<file path="config.mk">
export PLATFORM = sky130hd
export DESIGN_NAME = ahb_reg_decode
export DESIGN_NICKNAME = d
export VERILOG_FILES = /design/src/design/aes_pkg.sv /design/src/design/ahb_reg_decode.sv
export VERILOG_INCLUDE_DIRS = /design/src /design/src/design
export SDC_FILE = /design/constraint.sdc
export NUM_CORES = 1
export LEC_CHECK = 0
export BUFFER_PORTS_ARGS = -buffer_cell sky130_fd_sc_hd__buf_2
export CAP_MARGIN = 30
export CORE_MARGIN = 2
export CORE_UTILIZATION = 60
export CTS_BUF_LIST = sky130_fd_sc_hd__clkbuf_2
export DETAILED_ROUTE_END_ITERATION = 7
export GPL_TIMING_DRIVEN = 1
export PLACE_DENSITY = 0.85
export SLEW_MARGIN = 20
export SYNTH_ARGS = -nofsm -noshare
export SYNTH_HDL_FRONTEND = slang
export SYNTH_SLANG_ARGS = --single-unit
</file>
<file path="constraint.sdc">
create_clock -name tb_HCLK -period 85.4 [get_ports tb_HCLK]
set_clock_uncertainty 0.05 [all_clocks]
set_input_delay 8.54 -clock tb_HCLK [delete_from_list [all_inputs] [get_ports tb_HCLK]]
set_output_delay 8.54 -clock tb_HCLK [all_outputs]
set_load 0.01 [all_outputs]
</file>
<file path="src/design/aes_cfg.svh">
// Offsets assume word access only (HSIZE is not decoded); AES_BUS_W must stay 32 for AES words
`ifndef AES_CFG_SVH
`define AES_CFG_SVH

// Bus word width, shared by both AHB-Lite ports
`define AES_BUS_W 32

// One AES block is four bus words
`define AES_BLOCK_W (4 * `AES_BUS_W)

// AES-128 round count
`define AES_ROUNDS 10

// Status register, reads the finished block count
`define AES_REG_STATUS 'h00

// Key words 0x04 to 0x10, first word is most significant
`define AES_REG_KEY 'h04

// Counter words 0x14 to 0x20, word 3 auto-increments
`define AES_REG_CTR 'h14

// Destination byte address, advances by one block per job
`define AES_REG_DEST 'h34

// Plaintext words 0x38 to 0x44, write to the last word starts a job
`define AES_REG_PT 'h38

`endif

</file>
<file path="src/design/aes_pkg.sv">
// S-box is computed by GF(2^8) inversion, so every call builds a deep combinational cone
`default_nettype none

`include "aes_cfg.svh"

package aes_pkg;

  // Bus word and byte address
  typedef logic [`AES_BUS_W-1:0] word_t;
  typedef logic [`AES_BUS_W-1:0] addr_t;

  // Word at the lowest address sits in the top bits
  typedef logic [`AES_BLOCK_W-1:0] block_t;

  typedef logic [7:0] byte_t;

  // AHB-Lite transfer type
  typedef enum logic [1:0] {
    TR_IDLE   = 2'b00,
    TR_BUSY   = 2'b01,
    TR_NONSEQ = 2'b10,
    TR_SEQ    = 2'b11
  } htrans_t;

  // One encryption request from the register side
  typedef struct packed {
    block_t key;
    block_t ctr;
    block_t pt;
    addr_t  dest;
  } aes_job_t;

  // Ciphertext and where it goes
  typedef struct packed {
    block_t ct;
    addr_t  dest;
  } aes_result_t;

  typedef enum logic [1:0] {
    ENG_IDLE,
    ENG_RUN,
    ENG_HOLD
  } engine_state_t;

  typedef enum logic [1:0] {
    WR_IDLE,
    WR_ADDR,
    WR_DATA
  } writer_state_t;

  // Multiply by x modulo the AES polynomial
  function automatic byte_t xtime(input byte_t b);
    return {b[6:0], 1'b0} ^ (b[7] ? 8'h1b : 8'h00);
  endfunction

  // Shift-and-add multiply in GF(2^8)
  function automatic byte_t gf_mul(input byte_t a, input byte_t b);
    byte_t acc;
    byte_t sh;
    acc = 8'h00;
    sh  = a;
    for (int i = 0; i < 8; i++)
    begin
      if (b[i])
        acc = acc ^ sh;
      sh = xtime(sh);
    end
    return acc;
  endfunction

  // Inverse as b^254, zero maps to zero
  function automatic byte_t gf_inv(input byte_t b);
    byte_t sq;
    byte_t res;
    sq  = b;
    res = 8'h01;
    for (int i = 1; i < 8; i++)
    begin
      sq  = gf_mul(sq, sq);
      res = gf_mul(res, sq);
    end
    return res;
  endfunction

  // Inversion followed by the affine map
  function automatic byte_t sbox(input byte_t b);
    byte_t v;
    v = gf_inv(b);
    return v ^ {v[6:0], v[7]} ^ {v[5:0], v[7:6]} ^ {v[4:0], v[7:5]} ^ {v[3:0], v[7:4]} ^ 8'h63;
  endfunction

endpackage

`default_nettype wire

</file>
<file path="src/design/ahb_reg_decode.sv">
// Decodes only haddr[7:0] for any selected NONSEQ transfer; key and plaintext are write-only
`timescale 1ns/10ps
`default_nettype none

`include "aes_cfg.svh"

module ahb_reg_decode (
  input  logic               tb_HCLK,
  input  logic               rst_n,
  input  logic               hsel,
  input  aes_pkg::addr_t     haddr,
  input  logic               hwrite,
  input  aes_pkg::htrans_t   htrans,
  input  logic               hready,
  input  aes_pkg::word_t     hwdata,
  input  logic               job_ready,
  input  aes_pkg::word_t     blocks_done,
  output logic               hreadyout,
  output logic               hresp,
  output aes_pkg::word_t     hrdata,
  output aes_pkg::aes_job_t  job,
  output logic               job_valid
);

  // Data phase bookkeeping
  logic       dp_valid;
  logic       dp_write;
  logic [7:0] dp_off;

  aes_pkg::word_t key_q [4];
  aes_pkg::word_t ctr_q [4];
  aes_pkg::word_t pt_q  [3];
  aes_pkg::addr_t dest_q;

  logic wr_done;
  logic last_pt;
  logic accept;

  assign last_pt = (dp_off == 8'(`AES_REG_PT + 12));

  // Stall the start write while the previous job still waits for the engine
  assign hreadyout = !(dp_valid && dp_write && last_pt && job_valid);
  assign hresp     = 1'b0;

  assign wr_done = dp_valid && dp_write && hreadyout;
  assign accept  = job_valid && job_ready;

  // Address phase is taken only when the bus is ready
  always_ff @(posedge tb_HCLK)
  begin
    if (!rst_n)
      dp_valid <= 1'b0;
    else if (hready)
      dp_valid <= hsel && (htrans == aes_pkg::TR_NONSEQ);
  end

  always_ff @(posedge tb_HCLK)
  begin
    if (hready)
    begin
      dp_write <= hwrite;
      dp_off   <= haddr[7:0];
    end
  end

  // Register file, a bus write wins over the auto-advance in the same cycle
  always_ff @(posedge tb_HCLK)
  begin
    if (!rst_n)
    begin
      for (int i = 0; i < 4; i++)
      begin
        key_q[i] <= '0;
        ctr_q[i] <= '0;
      end
      for (int i = 0; i < 3; i++)
        pt_q[i] <= '0;
      dest_q <= '0;
    end
    else
    begin
      // Next block gets the following counter and address
      if (accept)
      begin
        ctr_q[3] <= ctr_q[3] + 1'b1;
        dest_q   <= dest_q + aes_pkg::addr_t'(`AES_BLOCK_W / 8);
      end
      if (wr_done)
      begin
        for (int i = 0; i < 4; i++)
        begin
          if (dp_off == 8'(`AES_REG_KEY + 4 * i))
            key_q[i] <= hwdata;
          if (dp_off == 8'(`AES_REG_CTR + 4 * i))
            ctr_q[i] <= hwdata;
        end
        for (int i = 0; i < 3; i++)
          if (dp_off == 8'(`AES_REG_PT + 4 * i))
            pt_q[i] <= hwdata;
        if (dp_off == 8'(`AES_REG_DEST))
          dest_q <= hwdata;
      end
    end
  end

  // Pending job flag
  always_ff @(posedge tb_HCLK)
  begin
    if (!rst_n)
      job_valid <= 1'b0;
    else if (wr_done && last_pt)
      job_valid <= 1'b1;
    else if (accept)
      job_valid <= 1'b0;
  end

  // Snapshot keeps the job stable while new plaintext is written
  always_ff @(posedge tb_HCLK)
  begin
    if (wr_done && last_pt)
    begin
      job.key  <= {key_q[0], key_q[1], key_q[2], key_q[3]};
      job.ctr  <= {ctr_q[0], ctr_q[1], ctr_q[2], ctr_q[3]};
      job.pt   <= {pt_q[0], pt_q[1], pt_q[2], hwdata};
      job.dest <= dest_q;
    end
  end

  // Read mux from the registered offset
  always_comb
  begin
    hrdata = '0;
    if (dp_valid && !dp_write)
    begin
      if (dp_off == 8'(`AES_REG_STATUS))
        hrdata = blocks_done;
      for (int i = 0; i < 4; i++)
        if (dp_off == 8'(`AES_REG_CTR + 4 * i))
          hrdata = ctr_q[i];
      if (dp_off == 8'(`AES_REG_DEST))
        hrdata = dest_q;
    end
  end

endmodule

`default_nettype wire

</file>
== Word level (Yosys, flattened, before mapping) ==
Memory sizes are Yosys's and may differ from the RTL's. A register that Yosys moved wholly into a read port is not among the register bits.
Cells that the tools add are included.
W data, S select, Z words.

* $add $sub $neg: 2
* Equality and inequality tests: 14
* Mux-type cells: 72
* Bitwise logic cells: 12
* Reduce and logical (&&, ||, !) cells: 12

{| class="wikitable"
|+ Operators with widths
! operator !! number
|-
| $mux W32 || 22
|-
| $mux W1 || 50
|-
| $add A32 B1 Y32 const B || 1
|-
| $add A32 B5 Y32 const B || 1
|-
| $eq A8 B5 Y1 const B || 4
|-
| $eq A8 B6 Y1 const B || 4
|-
| $eq A8 B4 Y1 const B || 2
|-
| $eq A8 B7 Y1 const B || 2
|-
| $or A1 B1 Y1 || 12
|-
| $eq A8 B3 Y1 const B || 1
|-
| $logic_and A1 B1 Y1 || 8
|-
| $logic_not A8 Y1 || 1
|-
| $eq A2 B2 Y1 const B || 1
|-
| $logic_not A1 Y1 || 2
|-
| $reduce_bool A2 Y1 || 1
|}

* Register bits: 331
* Bits in writable memories: 352
* Input port bits: 104
* Output and inout bits: 451
* Memories: 3

{| class="wikitable"
|+ Memory list
! name !! words !! width !! read ports !! clocked after memory_dff !! write ports !! RTL line !! RTL
|-
| ctr_q || 4 || 32 || 4 || 0 || 4 || ahb_reg_decode.sv:31 || <nowiki>aes_pkg::word_t ctr_q [4];</nowiki>
|-
| key_q || 4 || 32 || 4 || 4 || 4 || ahb_reg_decode.sv:30 || <nowiki>aes_pkg::word_t key_q [4];</nowiki>
|-
| pt_q || 3 || 32 || 3 || 3 || 3 || ahb_reg_decode.sv:32 || <nowiki>aes_pkg::word_t pt_q [3];</nowiki>
|}

== Longest topological paths before layout ==
* Depth after elaboration: 9
* Mapped depth: 9
* Depth with buffers taken out: 6

== Worst setup path before layout ==
No wires, ideal clock.

* Kind: register to register
* Start: register dp_off[4]
* End: register job[0] (netlist name), enable pin
* Arrival time: 29130 ps
* Required time: 83646 ps
* Setup slack: 54516 ps
* Cell stages (with the launch flop): 6
* Buffers on the path: 1
* Clock period less this slack: 30884 ps
* Cell sequence: edfxtp_1 clkbuf_1 nor2_1 nand2_1 or3_1 nor3_1

* Cells in the longest elaborated chain, start to end: 6

{| class="wikitable"
|+ RTL lines
! item !! RTL line !! RTL
|-
| from (decl) || ahb_reg_decode.sv:28 || <nowiki>logic [7:0] dp_off;</nowiki>
|-
| from (signal assigned) || ahb_reg_decode.sv:62 || <nowiki>dp_off <= haddr[7:0];</nowiki>
|-
| $eq A8 B7 Y1 (*) || ahb_reg_decode.sv:39 || <nowiki>assign last_pt = (dp_off == 8'(`AES_REG_PT + 12));</nowiki>
|-
| $logic_and A1 B1 Y1 (2 in series) || ahb_reg_decode.sv:42 || <nowiki>assign hreadyout = !(dp_valid && dp_write && last_pt && job_valid);</nowiki>
|-
| $logic_not A1 Y1 || ahb_reg_decode.sv:42 ||
|-
| $logic_and A1 B1 Y1 || ahb_reg_decode.sv:45 || <nowiki>assign wr_done = dp_valid && dp_write && hreadyout;</nowiki>
|-
| $logic_and A1 B1 Y1 (*) || ahb_reg_decode.sv:120 || <nowiki>if (wr_done && last_pt)</nowiki>
|-
| to (decl) || ahb_reg_decode.sv:21 || <nowiki>output aes_pkg::aes_job_t job,</nowiki>
|}

Mark *: on every way between the ends. The rest lies on a longest branch, timed or not.
A chain may end at the register's enable or synchronous reset.

== Final worst setup path ==
* Start: input blocks_done[7]
* End: output hrdata[7]

* Cells in the longest elaborated chain, start to end: 7

{| class="wikitable"
|+ RTL lines
! item !! RTL line !! RTL
|-
| from (decl) || ahb_reg_decode.sv:17 || <nowiki>input aes_pkg::word_t blocks_done,</nowiki>
|-
| $mux W32 || ahb_reg_decode.sv:135 || <nowiki>if (dp_off == 8'(`AES_REG_STATUS))</nowiki>
|-
| $mux W32 (4 in series) || ahb_reg_decode.sv:138 || <nowiki>if (dp_off == 8'(`AES_REG_CTR + 4 * i))</nowiki>
|-
| $mux W32 || ahb_reg_decode.sv:140 || <nowiki>if (dp_off == 8'(`AES_REG_DEST))</nowiki>
|-
| $mux W32 || ahb_reg_decode.sv:133 || <nowiki>if (dp_valid && !dp_write)</nowiki>
|-
| to (decl) || ahb_reg_decode.sv:20 || <nowiki>output aes_pkg::word_t hrdata,</nowiki>
|}

Every way passes these cells.

==> flow_metrics.env <==
export IMPL_synth_top_area_share_pct=78.2
export IMPL_cp_start_kind="input pin"
export IMPL_muxShareOfSynthArea_pct=0.872
export IMPL_yosysTopAreaCell="edfxtp_1"
export IMPL_synth_cell_types=51
export IMPL_via_per_inst=5.79
export IMPL_synth_edff_count=777
export IMPL_clk_path_buf_depth=3
export IMPL_maxCapViolations=0
export IMPL_crit_chain="buf_2, a2bb2oi_1, a21oi_1, o221a_2, buf_2"
export IMPL_syn_num_nets=1887
export IMPL_power_total_mw=0.698
export IMPL_drt_wirelength_per_cell_um=24.6
export IMPL_rows=81
export IMPL_antenna_found_initial=7
export IMPL_worst_path_buf_inv=2
export IMPL_fmax_mhz=55.1
export IMPL_setup_violations=0
export IMPL_tightest_slew_ps=1030
export IMPL_clock_sinks=811
export IMPL_wl_um=79900
export IMPL_drc_errors=0
export IMPL_synthArstFlopShare_pct=0
export IMPL_crit_type="input pin to output port"
export IMPL_synth_seq_cells=811
export IMPL_grt_pass1_wl_um=113000
export IMPL_dpl_cell_area_sq_um=33500
export IMPL_fin_crit_ps=18140
export IMPL_root_buffer="clkbuf_2"
export IMPL_yosysMostFrequentCell="edfxtp_1"
export IMPL_drive_gt1_share_pct=35.5
export IMPL_crit_family="compound AO/OA/AOI/OAI gates"
export IMPL_p_per_area_nw_per_um2=19.8
export IMPL_fp_dieH_um=227
export IMPL_drt_iter0_markers=2240
export IMPL_max_slew_margin_pct=31.6
export IMPL_p_leak_nw=13.3
export IMPL_grt_overflow_total=0
export IMPL_irDropWorstVdd_mv=0.0112
export IMPL_firstDrtPassIters=6
export IMPL_synth_cells=1781
export IMPL_synth_top_cells_by_count="edfxtp_1, and2_1, a21oi_1, nand2_1, clkbuf_1"
export IMPL_tns_ps=0
export IMPL_period_share_pct=21.2
export IMPL_cts_htree_levels=4
export IMPL_fin_nets=2549
export IMPL_die_area_sq_um=51500
export IMPL_core_sq_um=49100
export IMPL_top_level_ports=555
export IMPL_grtUsageTotal_pct=30.9
export IMPL_hold_viol=0
export IMPL_synthSimpleGateAreaFrac_pct=9.84
export IMPL_clk_pin_slew_ps=100
export IMPL_avgSynthCellArea_sq_um=16.8
export IMPL_drtAntennaViolNets=0
export IMPL_cts_setup_buffers=0
export IMPL_start_util_pct=60.8
export IMPL_cts_resized=0
export IMPL_vias=18800
export IMPL_numCtsBuffers=182
export IMPL_crit_top_cell="buf_2"
export IMPL_cts_tree="done"
export IMPL_hold_slack_ps=331
export IMPL_area_delta_synth_final_pct=17.8
export IMPL_place_gp_congestion=0.923
export IMPL_cp_max_fo=1
export IMPL_placement_io_buffers=529
export IMPL_synth_seq_area_share_pct=80.5
export IMPL_crit_required_ps=76810
export IMPL_synth_area_leaders="edfxtp_1, and2_1, dfxtp_1, a21oi_1, xnor2_1"
export IMPL_max_stage_delay_ps=330
export IMPL_outcome="complete, no violations"
export IMPL_postCtsHoldBufs=0
export IMPL_worstPathArrival_ps=9550
export IMPL_synth_area_sq_um=29800
export IMPL_synth_top_family_by_area="simple AND/OR/NAND/NOR gates"
export IMPL_critPathSlowestCell="o221a_2"
export IMPL_endpoint_kind="output port"
export IMPL_synth_compound_area_share_pct=5.65
export IMPL_rsz0062_at_grt="false"
export IMPL_grt_max_degree=189
export IMPL_synthAdderAreaFrac_pct=0.0838
export IMPL_ys_warn_count=0
export IMPL_synthXorXnorAreaFrac_pct=1.67
export IMPL_grt_pass1_vias=18200
export IMPL_die_x_um=227
export IMPL_final_cell_area_sq_um=35200
export IMPL_hpwlAfterDp_um=54100
export IMPL_ys_flop_type="edfxtp_1"
export IMPL_slew_violations=0
export IMPL_hp_class="flip-flop to flip-flop"
export IMPL_clk_latency_ps=1410
-- final cells by class --
class	instances	area, sq um
flip-flops and latches	811	24000
fillers	3092	13900
multi-input cells	871	5570
repair buffers	566	3070
clock buffers	271	1360
well taps	664	831
clock inverters	44	249
inverters	11	41.3
diodes	11	27.5
-- final timing paths --
path / slack (ps) / from / depth (start not counted) / endpoint
hold reg to reg: 330 / key_q[2][7]$_SDFFCE_PN0P_ / 0 / job[327]$_DFFE_PP_
setup reg to reg: 80460 / dp_off[2]$_DFFE_PP_ / 6 / job[369]$_DFFE_PP_
hold / removal: 330 / key_q[2][7]$_SDFFCE_PN0P_ / 0 / job[327]$_DFFE_PP_
setup / recovery: 67260 / blocks_done[7] / 5 / hrdata[7]
-- kinds of logic (layout without fill, tap and decap cells) --
kind of cell,count (synthesis),after routing
DFF,811,811
buffers and inverters,99,892
other,1,12
and+or+nand+nor,515,515
muxes,26,26
adders and majority gates,2,2
AOI/OAI and AO/OA,270,270
xor gates and xnor gates,57,57
-- per-stage QoR --
stage / util, % / std cells / worst slack, ps
after floorplan: - / 1781 / 54520
after global placement: 67.9 / 2913 / 67330
after detailed placement: 68.2 / 2920 / 67320
after CTS: 71.5 / 3235 / 67310
after global routing: 71.6 / 3243 / 67280
final: 71.7 / 3249 / 67260
-- power by group --
part | switching, mW | internal (mW) | total, mW
sequential | 0.00357 | 0.439 | 0.442
combinational | 0.0146 | 0.00541 | 0.0200
clock | 0.145 | 0.0903 | 0.235
total | 0.163 | 0.534 | 0.698
-- layer usage --
metal	routed length, um	vias to the layer above	part of all wire (%)	GRT usage, %
met5	0	-	0	0
met4	3320	0	4.2	14.6
met3	8600	210	11	8.01
met2	38600	1351	48	48.6
met1	29400	9131	37	40.7
li1	-	8122	-	-
-- flip-flops by register name (all words and copies together) (netlist names) --
signal,flops
pt_q,96
dest_q,32
job,416
key_q,128
dp_off,8
dp_write,1
ctr_q,128
dp_valid,1
job_valid,1
-- cell usage in the layout (no fill, tap or decap), types with 3 or more instances in the layout --
cell	instances
clkinv_1	26
o221a_1	4
mux2i_1	26
and3_1	11
nor2_1	53
clkbuf_2	271
o21ai_1	16
nor2b_1	8
o211a_1	7
a21oi_1	124
buf_6	3
and2_1	261
nor4_1	5
diode_2	11
buf_2	529
o221a_2	22
dfxtp_1	34
nor3_1	14
o2bb2ai_1	6
o21ai_0	49
nor4_4	3
inv_2	4
inv_1	11
a2bb2oi_1	26
xor2_1	23
nand2_1	77
nor4_2	3
edfxtp_1	777
o21ai_4	9
nand4_1	19
nor2_2	5
nand3_1	30
xnor2_1	34
clkinv_2	6
clkinvlp_4	5
a21boi_0	5
buf_16	5
buf_4	26
No activity file was read; power rests on OpenSTA's default activity.
