`src/design/aes_cfg.svh`:
```
// Offsets assume word access only (HSIZE is not decoded); AES_BUS_W must stay 32 for AES words
`ifndef AES_CFG_SVH
`define AES_CFG_SVH

// Bus word width, shared by both AHB-Lite ports
`define AES_BUS_W 32

// One AES block is four bus words
`define AES_BLOCK_W (4 * `AES_BUS_W)

// AES-128 round count
`define AES_ROUNDS 10

// Status register, reads the finished block count
`define AES_REG_STATUS 'h00

// Key words 0x04 to 0x10, first word is most significant
`define AES_REG_KEY 'h04

// Counter words 0x14 to 0x20, word 3 auto-increments
`define AES_REG_CTR 'h14

// Destination byte address, advances by one block per job
`define AES_REG_DEST 'h34

// Plaintext words 0x38 to 0x44, write to the last word starts a job
`define AES_REG_PT 'h38

`endif

```
`src/design/aes_pkg.sv`:
```
// S-box is computed by GF(2^8) inversion, so every call builds a deep combinational cone
`default_nettype none

`include "aes_cfg.svh"

package aes_pkg;

  // Bus word and byte address
  typedef logic [`AES_BUS_W-1:0] word_t;
  typedef logic [`AES_BUS_W-1:0] addr_t;

  // Word at the lowest address sits in the top bits
  typedef logic [`AES_BLOCK_W-1:0] block_t;

  typedef logic [7:0] byte_t;

  // AHB-Lite transfer type
  typedef enum logic [1:0] {
    TR_IDLE   = 2'b00,
    TR_BUSY   = 2'b01,
    TR_NONSEQ = 2'b10,
    TR_SEQ    = 2'b11
  } htrans_t;

  // One encryption request from the register side
  typedef struct packed {
    block_t key;
    block_t ctr;
    block_t pt;
    addr_t  dest;
  } aes_job_t;

  // Ciphertext and where it goes
  typedef struct packed {
    block_t ct;
    addr_t  dest;
  } aes_result_t;

  typedef enum logic [1:0] {
    ENG_IDLE,
    ENG_RUN,
    ENG_HOLD
  } engine_state_t;

  typedef enum logic [1:0] {
    WR_IDLE,
    WR_ADDR,
    WR_DATA
  } writer_state_t;

  // Multiply by x modulo the AES polynomial
  function automatic byte_t xtime(input byte_t b);
    return {b[6:0], 1'b0} ^ (b[7] ? 8'h1b : 8'h00);
  endfunction

  // Shift-and-add multiply in GF(2^8)
  function automatic byte_t gf_mul(input byte_t a, input byte_t b);
    byte_t acc;
    byte_t sh;
    acc = 8'h00;
    sh  = a;
    for (int i = 0; i < 8; i++)
    begin
      if (b[i])
        acc = acc ^ sh;
      sh = xtime(sh);
    end
    return acc;
  endfunction

  // Inverse as b^254, zero maps to zero
  function automatic byte_t gf_inv(input byte_t b);
    byte_t sq;
    byte_t res;
    sq  = b;
    res = 8'h01;
    for (int i = 1; i < 8; i++)
    begin
      sq  = gf_mul(sq, sq);
      res = gf_mul(res, sq);
    end
    return res;
  endfunction

  // Inversion followed by the affine map
  function automatic byte_t sbox(input byte_t b);
    byte_t v;
    v = gf_inv(b);
    return v ^ {v[6:0], v[7]} ^ {v[5:0], v[7:6]} ^ {v[4:0], v[7:5]} ^ {v[3:0], v[7:4]} ^ 8'h63;
  endfunction

endpackage

`default_nettype wire

```
`src/design/ahb_result_writer.sv`:
```
// Four single NONSEQ word writes per block; HRESP errors are not retried or reported
`timescale 1ns/10ps
`default_nettype none

`include "aes_cfg.svh"

module ahb_result_writer (
  input  logic                  tb_HCLK,
  input  logic                  rst_n,
  input  aes_pkg::aes_result_t  res,
  input  logic                  res_valid,
  input  logic                  m_hready,
  input  logic                  m_hresp,
  output logic                  res_ready,
  output aes_pkg::addr_t        m_haddr,
  output logic                  m_hwrite,
  output aes_pkg::htrans_t      m_htrans,
  output aes_pkg::word_t        m_hwdata,
  output aes_pkg::word_t        blocks_done
);

  aes_pkg::writer_state_t wr_state;

  // Beat in address phase and beat in data phase
  logic [1:0] beat_q;
  logic [1:0] data_q;

  aes_pkg::block_t ct_q;
  aes_pkg::addr_t  base_q;
  logic            err_first;

  assign res_ready = (wr_state == aes_pkg::WR_IDLE);

  // First cycle of an ERROR response, the pending address may be dropped to IDLE
  assign err_first = m_hresp && !m_hready;

  assign m_htrans = ((wr_state == aes_pkg::WR_ADDR) && !err_first) ?
                    aes_pkg::TR_NONSEQ : aes_pkg::TR_IDLE;
  assign m_hwrite = (wr_state == aes_pkg::WR_ADDR);
  assign m_haddr  = base_q + aes_pkg::addr_t'(beat_q) * (`AES_BUS_W / 8);

  // Data lags address by one phase
  assign m_hwdata = ct_q[`AES_BLOCK_W - `AES_BUS_W * (data_q + 1) +: `AES_BUS_W];

  always_ff @(posedge tb_HCLK)
  begin
    if (!rst_n)
    begin
      wr_state    <= aes_pkg::WR_IDLE;
      beat_q      <= '0;
      blocks_done <= '0;
    end
    else
    begin
      case (wr_state)
        aes_pkg::WR_IDLE:
          if (res_valid)
          begin
            wr_state <= aes_pkg::WR_ADDR;
            beat_q   <= '0;
          end
        aes_pkg::WR_ADDR:
          if (m_hready)
          begin
            beat_q <= beat_q + 1'b1;
            if (beat_q == 2'd3)
              wr_state <= aes_pkg::WR_DATA;
          end
        aes_pkg::WR_DATA:
          // Last data phase done, block is in memory
          if (m_hready)
          begin
            wr_state    <= aes_pkg::WR_IDLE;
            blocks_done <= blocks_done + 1'b1;
          end
        default:
          wr_state <= aes_pkg::WR_IDLE;
      endcase
    end
  end

  // Captured result and data-phase index
  always_ff @(posedge tb_HCLK)
  begin
    if (res_valid && res_ready)
    begin
      ct_q   <= res.ct;
      base_q <= res.dest;
    end
    if ((wr_state == aes_pkg::WR_ADDR) && m_hready)
      data_q <= beat_q;
  end

endmodule

`default_nettype wire

```
`config.mk`:
```
export PLATFORM = sky130hd
export DESIGN_NAME = ahb_result_writer
export DESIGN_NICKNAME = d
export VERILOG_FILES = /design/src/design/aes_pkg.sv /design/src/design/ahb_result_writer.sv
export VERILOG_INCLUDE_DIRS = /design/src /design/src/design
export SDC_FILE = /design/constraint.sdc
export NUM_CORES = 1
export LEC_CHECK = 0
export ABC_AREA = 1
export BUFFER_PORTS_ARGS = -buffer_cell sky130_fd_sc_hd__buf_4
export CORE_MARGIN = 5
export CORE_UTILIZATION = 50
export DETAILED_ROUTE_END_ITERATION = 10
export GPL_TIMING_DRIVEN = 1
export PLACE_DENSITY_LB_ADDON = 0.25
export SKIP_LAST_GASP = 1
export SLEW_MARGIN = 20
export SYNTH_ARGS = -nofsm -noshare
export SYNTH_HDL_FRONTEND = slang
export SYNTH_SLANG_ARGS = --single-unit
```
`constraint.sdc`:
```
create_clock -name tb_HCLK -period 5.55 [get_ports tb_HCLK]
set_input_delay 0.2775 -clock tb_HCLK [delete_from_list [all_inputs] [get_ports tb_HCLK]]
set_output_delay 0.2775 -clock tb_HCLK [all_outputs]
set_load 0.02 [all_outputs]
```
### Word-level counts from Yosys, hierarchy flattened

Index checks and enable logic that the tools add are counted.

| operators by class | value |
|---|---|
| add/subtract/negate cells | 5 |
| equality and inequality tests | 7 |
| shift-type cells | 1 |
| muxes and demuxes | 9 |
| reductions and logical operators | 11 |

Operators with widths:

| operator | number |
|---|---|
| $shiftx A128 B33 Y32 | 1 |
| $add A32 B1 Y32 const B | 1 |
| $add A32 B4 Y32 | 1 |
| $mux W2 | 7 |
| $sub A8 B8 Y9 const A | 1 |
| $ne A2 B2 Y1 const B | 3 |
| $pmux W2 S3 | 1 |
| $eq A2 B2 Y1 const B | 2 |
| $logic_and A1 B1 Y1 | 4 |
| $pmux W2 S2 | 1 |
| $reduce_and A4 Y1 | 1 |
| $add A2 B1 Y3 const B | 1 |
| $reduce_and A3 Y1 | 1 |
| $add A2 B1 Y2 const B | 1 |
| $eq A2 B1 Y1 const B | 1 |
| $logic_not A1 Y1 | 2 |
| $logic_not A2 Y1 | 1 |
| $ne A2 B1 Y1 const B | 1 |
| $reduce_and A2 Y1 | 1 |
| $reduce_bool A2 Y1 | 1 |

| word-level totals | value |
|---|---|
| register bits after elaboration | 198 |
| input bits | 165 |
| output and inout port bits | 100 |
| logic and storage cells | 39 |

### Logic depth before layout (Yosys ltp)

Gate-level depths: netlist of the first run.

| depth | value |
|---|---|
| word-level depth | 5 |
| depth in mapped cells | 9 |

### Least setup slack after synthesis of the first run

No wires, ideal clock.

| timing path | value |
|---|---|
| kind | register to register |
| start | reg wr_state[1] |
| end | reg base_q[0], enable pin |
| arrival time | 3935 ps |
| required time | 5038 ps |
| setup slack | 1104 ps |
| stages on the path, launching flop included | 4 |
| clock period less this slack | 4446 ps |
| cells stage by stage | dfxtp_1 nor2_1 nand2_1 inv_1 |

| on the way | value |
|---|---|
| cells in the longest elaborated chain, start to end | 2 |

Ends and longest elaborated chain:

| element | RTL line | RTL |
|---|---|---|
| start, declared | ahb_result_writer.sv:22 | `aes_pkg::writer_state_t wr_state;` |
| start signal, assigned | ahb_result_writer.sv:49 | `wr_state <= aes_pkg::WR_IDLE;` |
| start signal, assigned | ahb_result_writer.sv:59 | `wr_state <= aes_pkg::WR_ADDR;` |
| start signal, assigned | ahb_result_writer.sv:67 | `wr_state <= aes_pkg::WR_DATA;` |
| $logic_not A2 Y1 | ahb_result_writer.sv:32 | `assign res_ready = (wr_state == aes_pkg::WR_IDLE);` |
| via res_ready | ahb_result_writer.sv:14 | `output logic res_ready,` |
| $logic_and A1 B1 Y1 | ahb_result_writer.sv:85 | `if (res_valid && res_ready)` |
| end signal, assigned | ahb_result_writer.sv:88 | `base_q <= res.dest;` |
| end, declared | ahb_result_writer.sv:29 | `aes_pkg::addr_t base_q;` |

The timed path passes the listed nets, and every way through them passes these cells.
A chain may end at the register's enable or synchronous reset.

### Final worst setup path of the first run

| timing path | value |
|---|---|
| start | reg data_q[0] |
| end | out m_hwdata[30] |

| on the way | value |
|---|---|
| cells in the longest elaborated chain, start to end | 3 |

Ends and longest elaborated chain:

| element | RTL line | RTL |
|---|---|---|
| start, declared | ahb_result_writer.sv:26 | `logic [1:0] data_q;` |
| start signal, assigned | ahb_result_writer.sv:91 | `data_q <= beat_q;` |
| $add A2 B1 Y3 | ahb_result_writer.sv:43 | `` assign m_hwdata = ct_q[`AES_BLOCK_W - `AES_BUS_W * (data_q + 1) +: `AES_BUS_W]; `` |
| $sub A8 B8 Y9 (no source line) | n/a |  |
| $shiftx A128 B33 Y32 | ahb_result_writer.sv:43 |  |
| end, declared | ahb_result_writer.sv:18 | `output aes_pkg::word_t m_hwdata,` |

Every way passes these cells.

==> impl_metrics.tcl, run 1 <==
set metrics [dict create \
    status "finished clean" \
    fin_skew_ns 0.00988 \
    antenna_cells 0 \
    rsz0062_at_grt "false" \
    worst_slew_pin_slew_ns 1.05 \
    clk_latency_ns 0.43 \
    synth_nets 932 \
    gr-total-overflow 0 \
    dr_total_vias 6638 \
    viasPerCell 5.10 \
    hp-start "res[29]" \
    cp_top_family "buffers and inverters" \
    fin_setup_tns_ns 0 \
    crit_buf_inv 4 \
    ir_drop_mv 0.253 \
    drive_gt1_share_pct 28.7 \
    initial_core_util_pct 50.9 \
    io_pins 265 \
    synth_top_area_share_pct 57.9 \
    route.detailed.wl_per_inst_um 16.7 \
    max_cap_viol_count 0 \
    post_cts_buffers 0 \
    worst_hold_slack_ns 0.0203 \
    yosys.area.top_type "edfxtp_1" \
    path_cells "ha_1, buf_4, nor2_1, inv_2, o221ai_1, inv_1, buf_4" \
    placed_area_um2 10600 \
    crit_top_cell "buf_4" \
    drc 0 \
    startpoint_type "register" \
    cp_max_fo 62 \
    clk_pin_slew_worst_paths_ns 0.07 \
    num_rows 47 \
    grt_max_degree 112 \
    final-hold-violation-count 0 \
    finalSetupViolCount 0 \
    htreeDepth 4 \
    drt_first_pass_iters 5 \
    max_stage_delay_ns 0.77 \
    slew-limit-headroom_pct 29.6 \
    totalWireLength_um 21700 \
    core_area_um2 16500 \
    period_needed_ns 3.28 \
    fin_crit_sh_pct 59.2 \
    dp_hpwl_um 15500 \
    required_ns 5.27 \
    regToRegStartpoint "wr_state[1]" \
    die-area_um2 19500 \
    ctsResizeCount 0 \
    finalNetCount 1239 \
    yosys_most_used_dff "edfxtp_1" \
    startpoint "data_q[0]" \
    critPathSlowestCell "inv_2" \
    yosysWarnings 0 \
    die_h_um 140 \
    path_depth 7 \
    gp_congestion 0.892 \
    syn2layout_area_growth_pct 37.3 \
    clock-sinks 198 \
    ant_nets 0 \
    grt_usage_pct 21.5 \
    holdPathStages 1 \
    cp.arrival_ns 3.01 \
    grt_pass1_wl_um 33000 \
    syn_inst 761 \
    min_path_type "in2reg" \
    syn_area_per_cell_um2 11.0 \
    port-buffer-count 263 \
    async_flop_share_pct 0 \
    synth_top_cells_by_area "edfxtp_1, dfxtp_1, nand2_1" \
    endpoint_kind "output pin" \
    synth_cell_type_count 36 \
    cts_tree "done" \
    root_buffer "clkbuf_16" \
    design_area_um2 11500 \
    die_x_um 140 \
    fin_util_pct 69.9 \
    p_leak_nw 4.82 \
    drtIter0Drc 321 \
    antenna_found_initial 0 \
    pwr_density_cell_nw_per_um2 283 \
    worst-setup-path-type "reg2out" \
    first_global_vias 6432 \
    cts_inserted_buffers 17 \
    drv_slew 0 \
    synth_area_um2 8410 \
    synth_edf_count 162 \
    synth-seq-cells 198 \
    cts_buffer_depth 2 \
    ys_seq_area_share_pct 66.4 \
    r2r_cells 4 \
    fmax_ghz 0.305 \
]
==> metrics by stage <==
stage	std cells	power (mW)	setup slack (ns)
after CTS	1257	3.27	2.21
after global routing	1301	3.40	2.04
after global placement	1225	2.17	2.82
after detailed placement	1225	2.18	2.68
after floorplan	761	1.97	1.10
final	1301	3.27	2.27
==> layout by cell type (no fill, tap or decap), drive strengths merged, types with 16 or more instances in the layout <==
cell / instances
inv: 90
nor2: 97
dlygate4sd3: 44
dfxtp: 36
o22ai: 31
nand3: 34
o21ai: 16
clkbuf: 20
xor2: 18
edfxtp: 162
nand2: 160
o221ai: 31
a21oi: 20
buf: 267
==> worst paths after layout <==
check             slack, ns              end
setup / recovery       2.27     m_hwdata[30]
hold reg to reg        0.51  blocks_done[10]
hold / removal         0.02       base_q[29]
setup reg to reg       3.13          ct_q[1]
==> what timing repair did <==
action,CTS,global route
hold buffers,0,44
endpoints found under the hold margin,0,44
endpoints found under the setup margin,0,0
==> synthesized netlist by cell type (2+ instances only) <==
master	count
clkbuf_1	14
nand2_1	155
buf_1	4
edfxtp_1	162
nor2_2	2
nand3_1	32
nand4_1	9
nor2_4	2
o22ai_1	31
o221ai_1	31
xnor2_1	9
nand2_2	3
inv_1	87
nand3b_1	2
a21oi_1	20
nand2_4	2
nor3_1	12
o21ai_0	16
dfxtp_1	36
xor2_1	18
nor2_8	2
buf_4	4
nor2_1	91
ha_1	5
==> worst reg2reg max path, cell delays in order (launching register included) <==
cell     delay, ns
dfxtp_1       0.36
nor2_1        0.18
nand2_1       0.16
inv_6         0.66
buf_4         0.67
==> power by group <==
group / leakage, nW / total (mW) / switching (mW) / internal [mW]
registers: 1.84 / 1.74 / 0.0341 / 1.70
logic: 2.74 / 0.435 / 0.232 / 0.203
clock network: 0.241 / 1.09 / 0.523 / 0.571
==> metal layers <==
layer	GRT usage, %	up-vias	wire [µm]
li1	-	3249	-
met1	26.4	3082	8480
met2	36.9	267	11000
met3	6.00	40	1680
met4	6.83	0	523
met5	0	-	0
==> kinds of logic after synthesis <==
family | Yosys count | synth area share, %
buf+inv | 111 | 5.15
compound gates | 100 | 7.89
simple gates | 318 | 16.7
other cells | 1 | 0.0446
flops | 198 | 66.4
xor+xnor | 27 | 2.81
fa+ha+maj | 6 | 0.982
==> state kept, by name, indices dropped and copies added (netlist names) <==
register	count
ct_q	128
wr_state	2
data_q	2
blocks_done	32
beat_q	2
base_q	32
==> area by class of cell <==
class                   count  area (µm²)
repair buffers            311        2440
well taps                 220         275
clock inverters            12        78.8
flip-flops and latches    198        5590
multi-input cells         452        2390
clock buffers              20         437
fillers                  1205        4980
inverters                  88         335
Power figures use the tool's default switching activity.
==> inputs of run 2 (changes only) <==
clock period = 3.1 ns   (was 5.55 ns; I/O delays follow)
==> run 2 against run 1 <==
Against the previous run:
- sequential share of layout area fell by 4.6 points
- power rose by 87%
- non-clock buffer count rose by 117
- via count rose by 11%
- first-iteration DRC count rose by 40%
- sequential power rose by 79%
- hold slack improved by 0.020 ns
- combinational power rose by 120%
- clock skew fell by 0.0013 ns
- clock power rose by 88%
- largest cell class unchanged
- largest power group unchanged
==> impl_metrics.tcl, run 2 (synthesis gave the netlist of run 1 again) <==
set metrics [dict create \
    gp_congestion 0.886 \
    required_ns 2.94 \
    endpoint_kind "output pin" \
    regArea_um2 5590 \
    drtIter0Drc 448 \
    gr-total-overflow 0 \
    design_area_um2 12800 \
    first_global_vias 7584 \
    r2r_cells 4 \
    total_power_mw 6.11 \
    regToRegStartpoint "wr_state[1]" \
    ant_nets 0 \
    fmax_ghz 0.360 \
    drive_gt1_share_pct 26.5 \
    core_area_um2 16500 \
    drc 0 \
    dr_total_vias 7351 \
    max_flop_register "ct_q" \
    max_cap_viol_count 0 \
    io_pins 265 \
    post_cts_buffers 0 \
    final-hold-violation-count 0 \
    layout_common_cells "buf_4, edfxtp_1, dlygate4sd3_1, nand2_1, nor2_1" \
    worst_hold_slack_ns 0.0401 \
    worst_slew_pin_slew_ns 0.665 \
    root_buffer "clkbuf_16" \
    cp.arrival_ns 2.63 \
    cp_max_fo 33 \
    route.detailed.wl_per_inst_um 18.3 \
    clk_pin_slew_worst_paths_ns 0.07 \
    dp_hpwl_um 15400 \
    fin_util_pct 77.3 \
    nFillCells 1029 \
    initial_core_util_pct 50.9 \
    syn2layout_area_growth_pct 52.0 \
    finalNetCount 1356 \
    grt_util_met2_pct 46.9 \
    largest_register_ffs 128 \
    fin_setup_tns_ns 0 \
    clock-sinks 198 \
    viasPerCell 5.17 \
    drt_first_pass_iters 5 \
    fin_crit_sh_pct 89.7 \
    totalWireLength_um 26100 \
    grt_max_degree 75 \
    reg.largest.list "ct_q x128, base_q x32, blocks_done x32" \
    final_common_cell "buf_4" \
    num_rows 47 \
    grt_pass1_wl_um 40100 \
    rsz0062_at_grt "false" \
    clk_latency_ns 0.43 \
    pwr_density_cell_nw_per_um2 478 \
    p_leak_nw 5.33 \
    drv_slew 0 \
    r2r-end "ct_q[22]" \
    port-buffer-count 263 \
    startpoint "data_q[0]" \
    min_path_type "in2reg" \
    r2r_setup_slack_ns 1.40 \
    slew-limit-headroom_pct 55.7 \
    placed_area_um2 10600 \
    grt_usage_pct 26.3 \
    multi_input_area_um2 2400 \
    endpoint "m_hwdata[0]" \
    htreeDepth 4 \
    die_h_um 140 \
    finalSetupViolCount 0 \
    period_needed_ns 2.78 \
    cts_inserted_buffers 17 \
    ir_drop_mv 0.421 \
    die_x_um 140 \
    worst-setup-path-type "reg2out" \
    fin_skew_ns 0.00854 \
    cts_buffer_depth 2 \
    grt_most_used_layer "met2" \
    antenna_found_initial 2 \
    grtUsageMet3_pct 7.75 \
    die-area_um2 19500 \
    cts_tree "done" \
    status "finished clean" \
    gr-usage-met1_pct 29.1 \
    startpoint_type "register" \
]
[run 2: cell types whose count changed in the layout (fill, tap and decap cells not counted), moves of 2 or more]
| cell | previous run | this run |
|---|---|---|
| dfxtp_1 | 36 | 34 |
| clkinvlp_4 | 2 | 4 |
| inv_8 | 0 | 2 |
| buf_12 | 0 | 2 |
| clkinv_2 | 0 | 2 |
| dlygate4sd3_1 | 44 | 160 |
| diode_2 | 0 | 3 |
| clkinv_4 | 3 | 1 |
| clkinv_1 | 4 | 1 |
[run 2: worst min-delay path by stage]
stage | start | to | slack [ns] | cells after the start
after detailed placement | res[31] | base_q[31] | 0.33 | 1
final | res_valid | wr_state[0] | 0.04 | 3
after CTS | m_hready | wr_state[0] | 0.03 | 4
after global routing | res_valid | wr_state[0] | 0.03 | 3
after floorplan | res[0] | base_q[0] | 0.25 | 0
after global placement | res[82] | ct_q[50] | 0.33 | 1
[run 2: power by group]
group          internal [mW]  leakage (nW)  switching [mW]
clock                   1.04         0.253            1.00
combinational          0.468          3.23           0.482
sequential              3.05          1.84          0.0711
[run 2: repair_timing]
item / in CTS / in global routing
hold buffers: 160 / 0
endpoints found under the setup margin: 0 / 31
hold endpoints to repair: 160 / 0
gates resized for setup: 0 / 1
[run 2: worst max-delay path, stage by stage, from the launching register on]
cell	delay [ns]
edfxtp_1	0.45
ha_1	0.35
buf_4	0.26
nand2_1	0.12
buf_4	0.39
o21ai_0	0.20
a21oi_1	0.15
o21ai_0	0.09
buf_4	0.17
[run 2: cell type report]
class,count,area share [%]
Timing Repair Buffer,428,28.5
Multi-Input combinational cell,452,18.8
Inverter,88,2.63
Antenna cell,3,0.0587
Tap cell,220,2.15
Sequential cell,198,43.7
Clock buffer,20,3.42
Clock inverter,12,0.734
[run 2: routing by layer]
metal  wire length [µm]  vias to the layer above  share of wire [%]
met5                  0                        -                  0
li1                   -                     3486                  -
met3               2000                       77                7.7
met1               9300                     3438                 36
met2              13600                      350                 52
met4               1150                        0                4.4
[run 2: stage by stage]
step / instances / worst slack (ns)
3_3_place_gp: 1226 / 0.817
6_report: 1421 / 0.320
5_1_grt: 1420 / 0.158
3_5_place_dp: 1226 / 0.744
4_1_cts: 1418 / 0.276
2_1_floorplan: 761 / -0.176
==> inputs of run 3 (changes only) <==
CORE_UTILIZATION = 35   (was 50)
==> run 3 against run 2 <==
Against the previous run:
- worst setup slack improved by 0.13 ns
- die area rose by 40%
- fmax rose by 4.9%
- power rose by 2.9%
- global-route usage fell by 8.0 points
- critical path type unchanged
- largest power group unchanged
==> impl_metrics.tcl, run 3 (synthesis gave the netlist of run 1 again) <==
set metrics [dict create \
    pwr-share-clk_pct 35.6 \
    die_x_um 165 \
    clk_pin_slew_worst_paths_ns 0.08 \
    drt_first_pass_iters 6 \
    core_area_um2 23500 \
    dp_cells 1329 \
    syn2layout_area_growth_pct 54.5 \
    fin_util_pct 55.2 \
    final_common_cell "buf_4" \
    regArea_um2 5590 \
    regToRegStartpoint "wr_state[1]" \
    min_path_type "in2reg" \
    drive_gt1_share_pct 27.1 \
    ir_drop_mv 0.324 \
    num_rows 56 \
    htreeDepth 4 \
    r2r-end "ct_q[100]" \
    first_global_vias 7442 \
    endpoint_kind "output pin" \
    stdcell_count 1522 \
    root_buffer "clkbuf_16" \
    grt_usage_pct 18.3 \
    p_switching_mw 1.68 \
    endpoint "m_hwdata[27]" \
    p_leak_nw 5.38 \
    pwr_density_cell_nw_per_um2 484 \
    io_pins 265 \
    slew-limit-headroom_pct 57.6 \
    multi_input_area_um2 2400 \
    nFillCells 2032 \
    cts_tree "done" \
    worst-setup-path-type "reg2out" \
    cp_max_fo 17 \
    cts_buffer_depth 2 \
    route.detailed.wl_per_inst_um 16.8 \
    viasPerCell 4.67 \
    grt_max_degree 63 \
    drc 0 \
    max_cap_viol_count 0 \
    internal_power_mw 4.62 \
    period_needed_ns 2.65 \
    rsz0062_at_grt "false" \
    dr_total_vias 7103 \
    clock-sinks 198 \
    fin_crit_sh_pct 85.5 \
    startpoint "data_q[0]" \
    r2r_setup_slack_ns 1.20 \
    fin_skew_ns 0.0153 \
    totalWireLength_um 25500 \
    clk_latency_ns 0.43 \
    fmax_ghz 0.377 \
    die-area_um2 27200 \
    largest_register_ffs 128 \
    required_ns 2.94 \
    post_cts_buffers 0 \
    r2r_cells 5 \
    ant_nets 0 \
    port-buffer-count 263 \
    initial_core_util_pct 35.7 \
    finalSetupViolCount 0 \
    worst_slew_pin_slew_ns 0.637 \
    status "finished clean" \
    cts_inserted_buffers 17 \
    max_flop_register "ct_q" \
    gr-total-overflow 0 \
    startpoint_type "register" \
    finalNetCount 1360 \
    drv_slew 0 \
    reg.largest.list "ct_q x128, base_q x32, blocks_done x32" \
    gp_congestion 0.810 \
    grt_pass1_wl_um 38600 \
    layout_common_cells "buf_4, edfxtp_1, dlygate4sd3_1, nand2_1, nor2_1" \
    die_h_um 165 \
    seqPwrFrac_pct 49.4 \
    dp_hpwl_um 17400 \
    switching_share_pct 26.7 \
    final-hold-violation-count 0 \
    cp.arrival_ns 2.50 \
    drtIter0Drc 533 \
    antenna_found_initial 2 \
    power_frac_comb_pct 15.0 \
]
==> run 3: timing repair <==
action | CTS | global route
gates resized for setup | 0 | 2
endpoints found under the setup margin | 0 | 31
hold endpoints to repair | 160 | 0
hold buffers | 160 | 0
==> run 3: layout make-up <==
class	instances	area share [%]
flip-flops and latches	198	43.0
repair buffers	432	28.1
multi-input cells	452	18.5
clock buffers	18	3.30
well taps	319	3.07
inverters	88	2.59
clock inverters	14	1.35
diodes	1	0.0193
==> run 3: critical path, stage by stage, from the launching register on <==
cell      delay, ns
edfxtp_1       0.41
inv_1          0.34
nand2_2        0.41
buf_4          0.33
o221ai_1       0.32
inv_1          0.09
buf_4          0.17
==> run 3: stage by stage <==
step | setup TNS [ns] | setup WS, ns | hold slack [ns] | area [µm²] | power, mW
2_1_floorplan | -28.19 | -0.176 | 0.254 | 8430 | 3.53
3_3_place_gp | 0 | 0.624 | 0.333 | 10800 | 3.92
3_5_place_dp | 0 | 0.538 | 0.334 | 10800 | 3.93
4_1_cts | 0 | 0.0671 | 0.0290 | 13000 | 6.36
5_1_grt | 0 | 0.247 | 0.0436 | 13000 | 6.57
6_report | 0 | 0.450 | 0.0364 | 13000 | 6.29
==> run 3: worst min-delay path by stage <==
stage                   start           to  slack (ns)  depth (start not counted)
floorplan              res[0]    base_q[0]        0.25                          0
global placement      res[48]     ct_q[16]        0.33                          1
detailed placement    res[46]     ct_q[14]        0.33                          1
CTS                 res_valid  wr_state[0]        0.03                          3
global route        res_valid  wr_state[0]        0.04                          3
finish              res_valid  wr_state[0]        0.04                          3
==> run 3: metal layers <==
metal,GRT usage [%],up-vias,wire length (µm)
met5,0,-,14
met4,5.67,2,537
met3,5.22,39,1870
met2,31.2,252,12500
met1,22.5,3310,10600
li1,-,3500,-
==> run 3: power groups by stage <==
stage	combinational (mW)	sequential (mW)	clock, mW
after CTS	0.939	3.11	2.32
final	0.943	3.11	2.24
after global routing	1.01	3.12	2.43
after detailed placement	0.764	3.17	0
after floorplan	0.370	3.16	0
after global placement	0.756	3.16	0
